## src/design/rsPkg.sv

```systemverilog
package rsPkg;

    localparam int Xlen     = 32;
    localparam int NumSlots = 8;
    localparam int RobDepth = 16;
    localparam int SlotBits = $clog2(NumSlots);
    localparam int TagBits  = $clog2(RobDepth);

    typedef logic [Xlen-1:0]     word_t;
    typedef logic [TagBits-1:0]  robTag_t;
    typedef logic [SlotBits-1:0] slotIdx_t;

    typedef enum logic [5:0] {
        ADD, SUB, AND, OR, XOR, SLL, SRL, SRA, SLT, SLTU,
        ADDI, ANDI, ORI, XORI, SLLI, SRLI, SRAI, SLTI, SLTIU,
        LW, LH, LB, LBU, LHU, SW, SH, SB,
        JALR,
        BEQ, BNE, BLT, BGE, BLTU, BGEU
    } opName_t;

    typedef enum logic [3:0] {
        Add, Sub, And, Or, Xor, Sll, Srl, Sra,
        Lt, Ltu, Eq, Ne, Ge, Geu
    } aluOp_t;

    // Branches keep the predicted direction in bit 0 of the immediate
    typedef union packed {
        word_t imm;
        struct packed {
            logic [Xlen-2:0] target;
            logic            predTaken;
        } br;
    } immWord_u;

    typedef struct packed {
        logic    pending;  // Waiting on tag
        robTag_t tag;
        word_t   value;
    } srcOperand_t;

    typedef struct packed {
        opName_t     name;
        robTag_t     robTag;
        srcOperand_t src1;
        srcOperand_t src2;
        immWord_u    imm;
    } dispatch_t;

    // Result broadcast
    typedef struct packed {
        logic    valid;
        robTag_t tag;
        word_t   value;
    } cdb_t;

    typedef struct packed {
        logic     valid;
        aluOp_t   op;
        word_t    lhs;
        word_t    rhs;
        slotIdx_t slot;
        robTag_t  robTag;
        logic     isBranch;
        logic     predTaken;
    } issue_t;

    typedef struct packed {
        logic     valid;
        word_t    result;
        slotIdx_t slot;
        robTag_t  robTag;
        logic     isBranch;
        logic     predTaken;
    } exec_t;

    typedef struct packed {
        logic    valid;
        robTag_t tag;
        word_t   value;
    } robDone_t;

    typedef struct packed {
        logic valid;
        logic mispredict;
    } train_t;

endpackage
```

## src/design/resStation.sv

```systemverilog
`timescale 1ns/1ps

module resStation (
    input  logic             clk,
    input  logic             rst,
    input  logic             flush,
    input  logic             dispatchValid,
    input  rsPkg::dispatch_t dispatch,
    input  rsPkg::cdb_t      cdb,
    output logic             full,
    output rsPkg::robDone_t  robDone,
    output rsPkg::train_t    train
);
    import rsPkg::*;

    logic      hasReady;
    slotIdx_t  readyIdx;
    logic      grant;
    dispatch_t grantEntry;
    issue_t    issue;
    exec_t     exec;
    slotIdx_t  freeSlot;
    logic      freeValid;

    entryBank bank (
        .clk           (clk),
        .rst           (rst),
        .flush         (flush),
        .dispatchValid (dispatchValid),
        .dispatch      (dispatch),
        .cdb           (cdb),
        .issueGrant    (grant),
        .grantIdx      (readyIdx),
        .freeSlot      (freeSlot),
        .freeValid     (freeValid),
        .full          (full),
        .grantEntry    (grantEntry),
        .hasReady      (hasReady),
        .readyIdx      (readyIdx)
    );

    opRouter router (
        .clk      (clk),
        .rst      (rst),
        .flush    (flush),
        .hasReady (hasReady),
        .readyIdx (readyIdx),
        .entry    (grantEntry),
        .grant    (grant),
        .issue    (issue)
    );

    intAlu alu (
        .clk   (clk),
        .rst   (rst),
        .flush (flush),
        .issue (issue),
        .exec  (exec)
    );

    completeUnit complete (
        .clk       (clk),
        .rst       (rst),
        .flush     (flush),
        .exec      (exec),
        .robDone   (robDone),
        .train     (train),
        .freeSlot  (freeSlot),
        .freeValid (freeValid)
    );

endmodule

```

## src/design/completeUnit.sv

```systemverilog
`timescale 1ns/1ps

module completeUnit (
    input  logic            clk,
    input  logic            rst,
    input  logic            flush,
    input  rsPkg::exec_t    exec,
    output rsPkg::robDone_t robDone,
    output rsPkg::train_t   train,
    output rsPkg::slotIdx_t freeSlot,
    output logic            freeValid
);
    import rsPkg::*;

    // Slot clears on the edge that registers robDone
    assign freeValid = exec.valid;
    assign freeSlot  = exec.slot;

    always_ff @(posedge clk) begin
        if (rst || flush) begin
            robDone.valid <= 1'b0;
            train.valid   <= 1'b0;
        end else begin
            robDone.valid <= exec.valid;
            train.valid   <= exec.valid && exec.isBranch;
        end
        robDone.tag   <= exec.robTag;
        robDone.value <= exec.result;
        // Compare result in bit 0 is the actual direction
        train.mispredict <= exec.predTaken ^ exec.result[0];
    end

endmodule

```

## src/design/intAlu.sv

```systemverilog
`timescale 1ns/1ps

module intAlu (
    input  logic          clk,
    input  logic          rst,
    input  logic          flush,
    input  rsPkg::issue_t issue,
    output rsPkg::exec_t  exec
);
    import rsPkg::*;

    word_t      result;
    logic [4:0] shamt;

    always_comb begin
        shamt = issue.rhs[4:0];
        case (issue.op)
            Add:     result = issue.lhs + issue.rhs;
            Sub:     result = issue.lhs - issue.rhs;
            And:     result = issue.lhs & issue.rhs;
            Or:      result = issue.lhs | issue.rhs;
            Xor:     result = issue.lhs ^ issue.rhs;
            Sll:     result = issue.lhs << shamt;
            Srl:     result = issue.lhs >> shamt;
            Sra:     result = word_t'($signed(issue.lhs) >>> shamt);
            // Compares give 0 or 1
            Lt:      result = word_t'($signed(issue.lhs) < $signed(issue.rhs));
            Ltu:     result = word_t'(issue.lhs < issue.rhs);
            Eq:      result = word_t'(issue.lhs == issue.rhs);
            Ne:      result = word_t'(issue.lhs != issue.rhs);
            Ge:      result = word_t'($signed(issue.lhs) >= $signed(issue.rhs));
            Geu:     result = word_t'(issue.lhs >= issue.rhs);
            default: result = '0;
        endcase
    end

    always_ff @(posedge clk) begin
        if (rst || flush) begin
            exec.valid <= 1'b0;  // Flush drops the item in this stage
        end else begin
            exec.valid <= issue.valid;
        end
        exec.result    <= result;
        exec.slot      <= issue.slot;
        exec.robTag    <= issue.robTag;
        exec.isBranch  <= issue.isBranch;
        exec.predTaken <= issue.predTaken;
    end

endmodule

```

## src/design/opRouter.sv

```systemverilog
`timescale 1ns/1ps

module opRouter (
    input  logic             clk,
    input  logic             rst,
    input  logic             flush,
    input  logic             hasReady,
    input  rsPkg::slotIdx_t  readyIdx,
    input  rsPkg::dispatch_t entry,
    output logic             grant,
    output rsPkg::issue_t    issue
);
    import rsPkg::*;

    aluOp_t op;
    logic   useImm;
    logic   isBranch;
    logic   knownName;

    always_comb begin
        op        = Add;
        useImm    = 1'b0;
        isBranch  = 1'b0;
        knownName = 1'b1;
        case (entry.name)
            ADD:               op = Add;
            SUB:               op = Sub;
            AND:               op = And;
            OR:                op = Or;
            XOR:               op = Xor;
            SLL:               op = Sll;
            SRL:               op = Srl;
            SRA:               op = Sra;
            SLT:               op = Lt;
            SLTU:              op = Ltu;
            ADDI:              begin op = Add; useImm = 1'b1; end
            ANDI:              begin op = And; useImm = 1'b1; end
            ORI:               begin op = Or;  useImm = 1'b1; end
            XORI:              begin op = Xor; useImm = 1'b1; end
            SLLI:              begin op = Sll; useImm = 1'b1; end
            SRLI:              begin op = Srl; useImm = 1'b1; end
            SRAI:              begin op = Sra; useImm = 1'b1; end
            SLTI:              begin op = Lt;  useImm = 1'b1; end
            SLTIU:             begin op = Ltu; useImm = 1'b1; end
            // Address add for memory ops and the jump target
            LW, LH, LB, LBU, LHU, SW, SH, SB, JALR: begin
                op     = Add;
                useImm = 1'b1;
            end
            BEQ:               begin op = Eq;  isBranch = 1'b1; end
            BNE:               begin op = Ne;  isBranch = 1'b1; end
            BLT:               begin op = Lt;  isBranch = 1'b1; end
            BGE:               begin op = Ge;  isBranch = 1'b1; end
            BLTU:              begin op = Ltu; isBranch = 1'b1; end
            BGEU:              begin op = Geu; isBranch = 1'b1; end
            default:           knownName = 1'b0;
        endcase
    end

    assign grant = hasReady;

    always_ff @(posedge clk) begin
        if (rst || flush) begin
            issue.valid <= 1'b0;
        end else begin
            issue.valid <= hasReady;
        end
        issue.op        <= op;
        issue.lhs       <= entry.src1.value;
        issue.rhs       <= useImm ? entry.imm.imm : entry.src2.value;
        issue.slot      <= readyIdx;
        issue.robTag    <= entry.robTag;
        issue.isBranch  <= isBranch;
        issue.predTaken <= isBranch && entry.imm.br.predTaken;
    end

    knownNameOnIssue: assert property (@(posedge clk) disable iff (rst)
        hasReady |-> knownName)
        else $error("unknown instruction name %0d in slot %0d", entry.name, readyIdx);

endmodule

```

## src/design/entryBank.sv

```systemverilog
`timescale 1ns/1ps

module entryBank (
    input  logic              clk,
    input  logic              rst,
    input  logic              flush,
    input  logic              dispatchValid,
    input  rsPkg::dispatch_t  dispatch,
    input  rsPkg::cdb_t       cdb,
    input  logic              issueGrant,
    input  rsPkg::slotIdx_t   grantIdx,
    input  rsPkg::slotIdx_t   freeSlot,
    input  logic              freeValid,
    output logic              full,
    output rsPkg::dispatch_t  grantEntry,
    output logic              hasReady,
    output rsPkg::slotIdx_t   readyIdx
);
    import rsPkg::*;

    dispatch_t           slots [NumSlots];
    logic [NumSlots-1:0] busy;
    logic [NumSlots-1:0] issued;
    logic [NumSlots-1:0] readyVec;
    slotIdx_t            freeIdx;
    logic                hasFree;
    dispatch_t           incoming;

    // Capture a broadcast value into a waiting operand
    function automatic srcOperand_t snoop(input srcOperand_t src, input cdb_t bus);
        srcOperand_t res;
        res = src;
        if (src.pending && bus.valid && bus.tag == src.tag) begin
            res.pending = 1'b0;
            res.value   = bus.value;
        end
        return res;
    endfunction

    slotArbiter arb (
        .busy     (busy),
        .ready    (readyVec),
        .freeIdx  (freeIdx),
        .hasFree  (hasFree),
        .readyIdx (readyIdx),
        .hasReady (hasReady)
    );

    always_comb begin
        for (int i = 0; i < NumSlots; i++) begin
            readyVec[i] = busy[i] && !issued[i]
                          && !slots[i].src1.pending && !slots[i].src2.pending;
        end
    end

    // Same-cycle broadcast also lands in the instruction being written
    always_comb begin
        incoming      = dispatch;
        incoming.src1 = snoop(dispatch.src1, cdb);
        incoming.src2 = snoop(dispatch.src2, cdb);
    end

    assign full       = !hasFree;
    assign grantEntry = slots[grantIdx];

    always_ff @(posedge clk) begin
        if (rst || flush) begin
            busy   <= '0;
            issued <= '0;
        end else begin
            if (freeValid) begin
                busy[freeSlot]   <= 1'b0;
                issued[freeSlot] <= 1'b0;
            end
            if (issueGrant) begin
                issued[grantIdx] <= 1'b1;
            end
            if (dispatchValid && hasFree) begin
                busy[freeIdx]   <= 1'b1;
                issued[freeIdx] <= 1'b0;
            end
        end
    end

    always_ff @(posedge clk) begin
        for (int i = 0; i < NumSlots; i++) begin
            slots[i].src1 <= snoop(slots[i].src1, cdb);
            slots[i].src2 <= snoop(slots[i].src2, cdb);
        end
        if (dispatchValid && hasFree) begin
            slots[freeIdx] <= incoming;  // Overrides the wakeup above
        end
    end

    noDispatchWhenFull: assert property (@(posedge clk) disable iff (rst)
        dispatchValid |-> !full)
        else $error("dispatch while full");

    // Completion may only release a slot that went out through issue
    freeOnlyInFlight: assert property (@(posedge clk) disable iff (rst)
        freeValid |-> busy[freeSlot] && issued[freeSlot])
        else $error("slot %0d freed while not in flight", freeSlot);

endmodule

```

## src/design/slotArbiter.sv

```systemverilog
`timescale 1ns/1ps

module slotArbiter (
    input  logic [rsPkg::NumSlots-1:0] busy,
    input  logic [rsPkg::NumSlots-1:0] ready,
    output rsPkg::slotIdx_t            freeIdx,
    output logic                       hasFree,
    output rsPkg::slotIdx_t            readyIdx,
    output logic                       hasReady
);
    import rsPkg::*;

    // Lowest set bit wins
    function automatic slotIdx_t firstSet(input logic [NumSlots-1:0] vec);
        slotIdx_t idx;
        idx = '0;
        for (int i = NumSlots - 1; i >= 0; i--) begin
            if (vec[i]) begin
                idx = slotIdx_t'(i);
            end
        end
        return idx;
    endfunction

    always_comb begin
        freeIdx  = firstSet(~busy);
        hasFree  = ~&busy;
        readyIdx = firstSet(ready);  // ready already excludes issued slots
        hasReady = |ready;
    end

endmodule

```

## config.mk

```make
export PLATFORM = sky130hd
export DESIGN_NAME = resStation
export DESIGN_NICKNAME = d
export VERILOG_FILES = /design/src/design/rsPkg.sv /design/src/design/resStation.sv /design/src/design/completeUnit.sv /design/src/design/intAlu.sv /design/src/design/opRouter.sv /design/src/design/entryBank.sv /design/src/design/slotArbiter.sv
export SDC_FILE = /design/constraint.sdc
export NUM_CORES = 2
export LEC_CHECK = 0
export BUFFER_PORTS_ARGS = -buffer_cell sky130_fd_sc_hd__buf_2
export CAP_MARGIN = 25
export CELL_PAD_IN_SITES_DETAIL_PLACEMENT = 0
export CELL_PAD_IN_SITES_GLOBAL_PLACEMENT = 1
export CORE_AREA = 2 2 332 416
export CTS_BUF_LIST = sky130_fd_sc_hd__clkbuf_2 sky130_fd_sc_hd__clkbuf_4 sky130_fd_sc_hd__clkbuf_8
export DETAILED_ROUTE_END_ITERATION = 6
export DIE_AREA = 0 0 334 418
export PLACE_DENSITY = 0.71
export SYNTH_ARGS = -nofsm -noshare
export SYNTH_HDL_FRONTEND = slang
export SYNTH_SLANG_ARGS = --single-unit
```

## constraint.sdc

```tcl
create_clock -name clk -period 14.4 [get_ports clk]
set_clock_uncertainty 0.2 [all_clocks]
set_input_delay 0 -clock clk [delete_from_list [all_inputs] [get_ports clk]]
set_output_delay 0 -clock clk [all_outputs]
set_load 0.02 [all_outputs]
```

==> reports/summary.log <==
INFO  logic_synthesis ys_seq_area_share=58.13%
INFO  final_layout   synthToLayoutAreaGrowth=19.00%
INFO  logic_synthesis synthXorXnorAreaFrac=1.493%
INFO  grt            grt_pass1_vias=39.20k
INFO  setup_path     critPathMaxFanout=55
INFO  logic_synthesis synthesized_area_fraction_occupied_by_ao_oa_aoi_and_oai_cells=11.25%
INFO  sta            totalNegativeSetupSlack=0ps
INFO  placed_design  placement.io_buffers=196
INFO  run            drv.max_cap_violation_count=0
INFO  route          route.detailed.vias_per_inst=5.792
INFO  setup_path     crit_chain=or4b_4 -> a21oi_1 -> o211a_4 -> buf_4 -> mux2_1 -> o2111ai_1 -> a21oi_1 -> o21ai_4 -> buf_4 -> mux2i_1
INFO  sta            drv_slew=0
INFO  route          drt.antenna.violating_nets=0
INFO  pwr            pd_cells=118.3nW/um2
INFO  logic_synthesis synth_top_flop_cell=edfxtp_1
INFO  pwr            vdd_ir_drop_max=79.19uV
INFO  logic_synthesis netlist_top_cells_count=928 x edfxtp_1, 516 x mux2_2, 499 x nand2_1
INFO  logic_synthesis yosys-mux-area-fraction=15.68%
INFO  logic_synthesis synthArstFlopShare=0%
INFO  sta            finalHoldViolations=0
INFO  clock_tree     clock_sink_count=1103
INFO  sta            maxClockFrequency=185.7MHz
INFO  status         outcome=finished, final reports clean
INFO  logic_synthesis number_of_enable_type_register_cells_in_the_synthesized_netlist=928
INFO  setup_path     worst-path-buf-inv=2
INFO  clock_tree     cts-root-buf=clkbuf_8
INFO  die            die_width=334um
INFO  route          wire_length_reported_by_the_detailed_router=183.0mm
INFO  sta            rsz0062_at_grt=no
INFO  clock_tree     clk_pin_slew_worst_paths=60ps
INFO  sta            maxSlewHeadroom=30.37%
INFO  logic_synthesis synthDominantCellAreaShare=51.64%
INFO  sta            slew_of_the_pin_with_the_lowest_slew_margin=1044ps
INFO  grt            number_of_antenna_violations_at_the_first_check_in_global_routing=27
INFO  route          drc=0
INFO  logic_synthesis synth_nets=4619
INFO  pwr            leakage=23.66nW
INFO  placed_design  place_congestion=0.9356
INFO  sta            final_period_minus_worst_setup_slack=5386ps
INFO  clock_tree     cts_inserted_buffers=173
INFO  logic_synthesis ys_ff_latch=1103
INFO  grt            first_pass_grt_wire_length=264.5mm
INFO  die            die-height=418um
INFO  clock_tree     clock_latency=900ps
INFO  route          post_drt_wl_per_cell=26.92um
INFO  logic_synthesis synth_top_cell_by_area=edfxtp_1
INFO  setup_path     critPathCaptureType=register
INFO  worst_hold_path min-delay-path-class=in -> reg
INFO  die            core.rowCount=151
INFO  setup_path     criticalPathCategory=reg -> reg
INFO  clock_tree     ctsLongestPathBuffers=3
INFO  logic_synthesis ys_top_cells_by_area=edfxtp_1 52%, mux2_2 11%, dfxtp_1 6.5%
INFO  sta            timing.final.crit_share=37.40%
INFO  clock_tree     cts_tree=built
INFO  placed_design  dpl.hpwl=111.9mm
INFO  die            num_io_pins=197
INFO  die            core_area=135300um2
INFO  route          drt_first_iter_violations=3686
INFO  setup_path     critical_path_required=15010ps
INFO  logic_synthesis synth_fa_ha_area_share=2.323%
INFO  logic_synthesis synth_cells=4363
INFO  die            initial_core_util=39.89%
INFO  logic_synthesis synthesis.yosys.warnings=0
INFO  logic_synthesis post_synth.cell_area_avg=12.37um2
INFO  grt            grt_overflow=0
INFO  placed_design  dpl_cell_area=57150um2
INFO  grt            grt_use_total=25.73%
INFO  final_layout   stdcell_area=64220um2
INFO  grt            grt_max_degree=101
INFO  setup_path     worst_path_max_delay_cell=o211a_4
INFO  setup_path     kind_of_cell_adding_the_most_delay_to_the_critical_path=compound AO/OA/AOI/OAI gates
INFO  sta            finalSetupViolCount=0
INFO  logic_synthesis main_combinational_cell_family_by_area_after_synthesis=multiplexers
INFO  logic_synthesis synth-simple-area-share=8.126%
INFO  logic_synthesis post_synth_num_cell_types=91
INFO  logic_synthesis post-synth-top-count-cell=edfxtp_1
INFO  route          drt-pass1-iter-count=6
INFO  clock_tree     htree_levels=4
INFO  setup_path     start_kind=register
INFO  logic_synthesis mappedNetlistArea=53970um2
INFO  setup_path     crit_arrival=6000ps
INFO  final_layout   final_nets=5137
INFO  route          detailroute.via_count=39.38k
INFO  die            fp.dieArea=139600um2
INFO  final_layout   final_layout_size_suffix_gt1_share=25.11%
INFO  setup_path     max_stage_delay=730ps
==> per-layer routing <==
layer	track usage (%)	up-vias	wire, um
li1	-	17519	-
met5	0	-	159
met4	11.54	24	7992
met3	4.579	388	12530
met2	43.68	1644	89860
met1	32.01	19806	72490
==> worst register-to-register path: cells and delay by family, from the launching register on <==
family	cells	cell delay [ps]
AO/OA/AOI/OAI	5	2090
buffers and inverters	2	1290
multiplexers	2	750
AND/OR/NAND/NOR	1	580
flip-flops	1	430
==> final timing paths <==
kind / startpoint / to / slack [ps] / depth (start not counted)
hold reg to reg: router.issue[7]$_DFF_P_ / alu.exec[7]$_DFF_P_ / 90 / 0
hold / removal: cdb[18] / bank.slots[7][50]$_DFFE_PP_ / 60 / 3
setup reg to reg: bank.slots[6][105]$_SDFFCE_PN0P_ / router.issue[34]$_DFF_P_ / 9010 / 10
setup / recovery: bank.slots[6][105]$_SDFFCE_PN0P_ / router.issue[34]$_DFF_P_ / 9010 / 10
==> power breakdown <==
| part | switching, W | internal, W | total [W] |
|---|---|---|---|
| logic | 0.000699 | 0.000444 | 0.00114 |
| clock network | 0.00128 | 0.00151 | 0.00279 |
| registers | 0.0000671 | 0.00360 | 0.00367 |
==> stage by stage <==
step / setup WS [ps] / std cells / total power (W) / hold WS, ps / util [%]
2_1_floorplan: 9189 / 4363 / 0.004365 / -101.1 / -
3_3_place_gp: 9076 / 6122 / 0.004761 / 66.20 / 42.20
3_5_place_dp: 9021 / 6126 / 0.004771 / 72.43 / 42.25
4_1_cts: 9031 / 6784 / 0.007619 / 2.282 / 47.44
5_1_grt: 8738 / 6792 / 0.007846 / 49.21 / 47.46
6_report: 9014 / 6799 / 0.007598 / 59.05 / 47.47
==> placed cells by master, fill, tap and decap left out, drive strengths merged, types with 27 or more instances in the layout <==
master / netlist / final
inv: 115 / 123
dlygate4sd3: 0 / 338
nor2: 203 / 203
dfxtp: 175 / 175
clkinv: 1 / 27
o21ai: 212 / 212
a221o: 53 / 53
clkbuf: 229 / 280
nor3: 96 / 96
buf: 73 / 306
a22o: 36 / 36
o211ai: 29 / 29
ha: 97 / 97
mux2: 517 / 517
xnor2: 47 / 47
mux4: 48 / 48
a22oi: 34 / 34
edfxtp: 928 / 928
nand3: 46 / 46
mux2i: 156 / 156
xor2: 45 / 45
nand2: 499 / 499
a21oi: 361 / 361
==> final cells by class <==
class / instances / area [um2]
inverter: 116 / 440.4
fill: 12180 / 71060
antenna: 14 / 35.03
multi-input combinational: 2842 / 21270
sequential: 1103 / 31380
timing repair buffer: 645 / 5253
clock inverter: 40 / 300.3
tap: 1759 / 2201
clock buffer: 280 / 3341
==> sequential cells by signal, summed over array words and instances (netlist names) <==
register          cells
bank.slots          928
router.issue         78
alu.exec             42
complete.robDone     37
bank.busy             8
bank.issued           8
complete.train        2
==> logic make-up after synthesis <==
logic type                 Yosys count
and+or+nand+nor                    985
xor gates and xnor gates            92
AOI/OAI and AO/OA                  945
muxes                              721
DFF                               1103
adders and majority gates           99
buffers and inverters              418
==> what timing repair did <==
| action | in CTS | in global routing |
|---|---|---|
| hold buffers | 338 | 0 |
| setup endpoints to repair | 0 | 0 |
| resized for setup | 0 | 0 |
| hold endpoints to repair | 1490 | 0 |
| buffers inserted | 0 | 0 |
(Power assumes the default switching activity.)
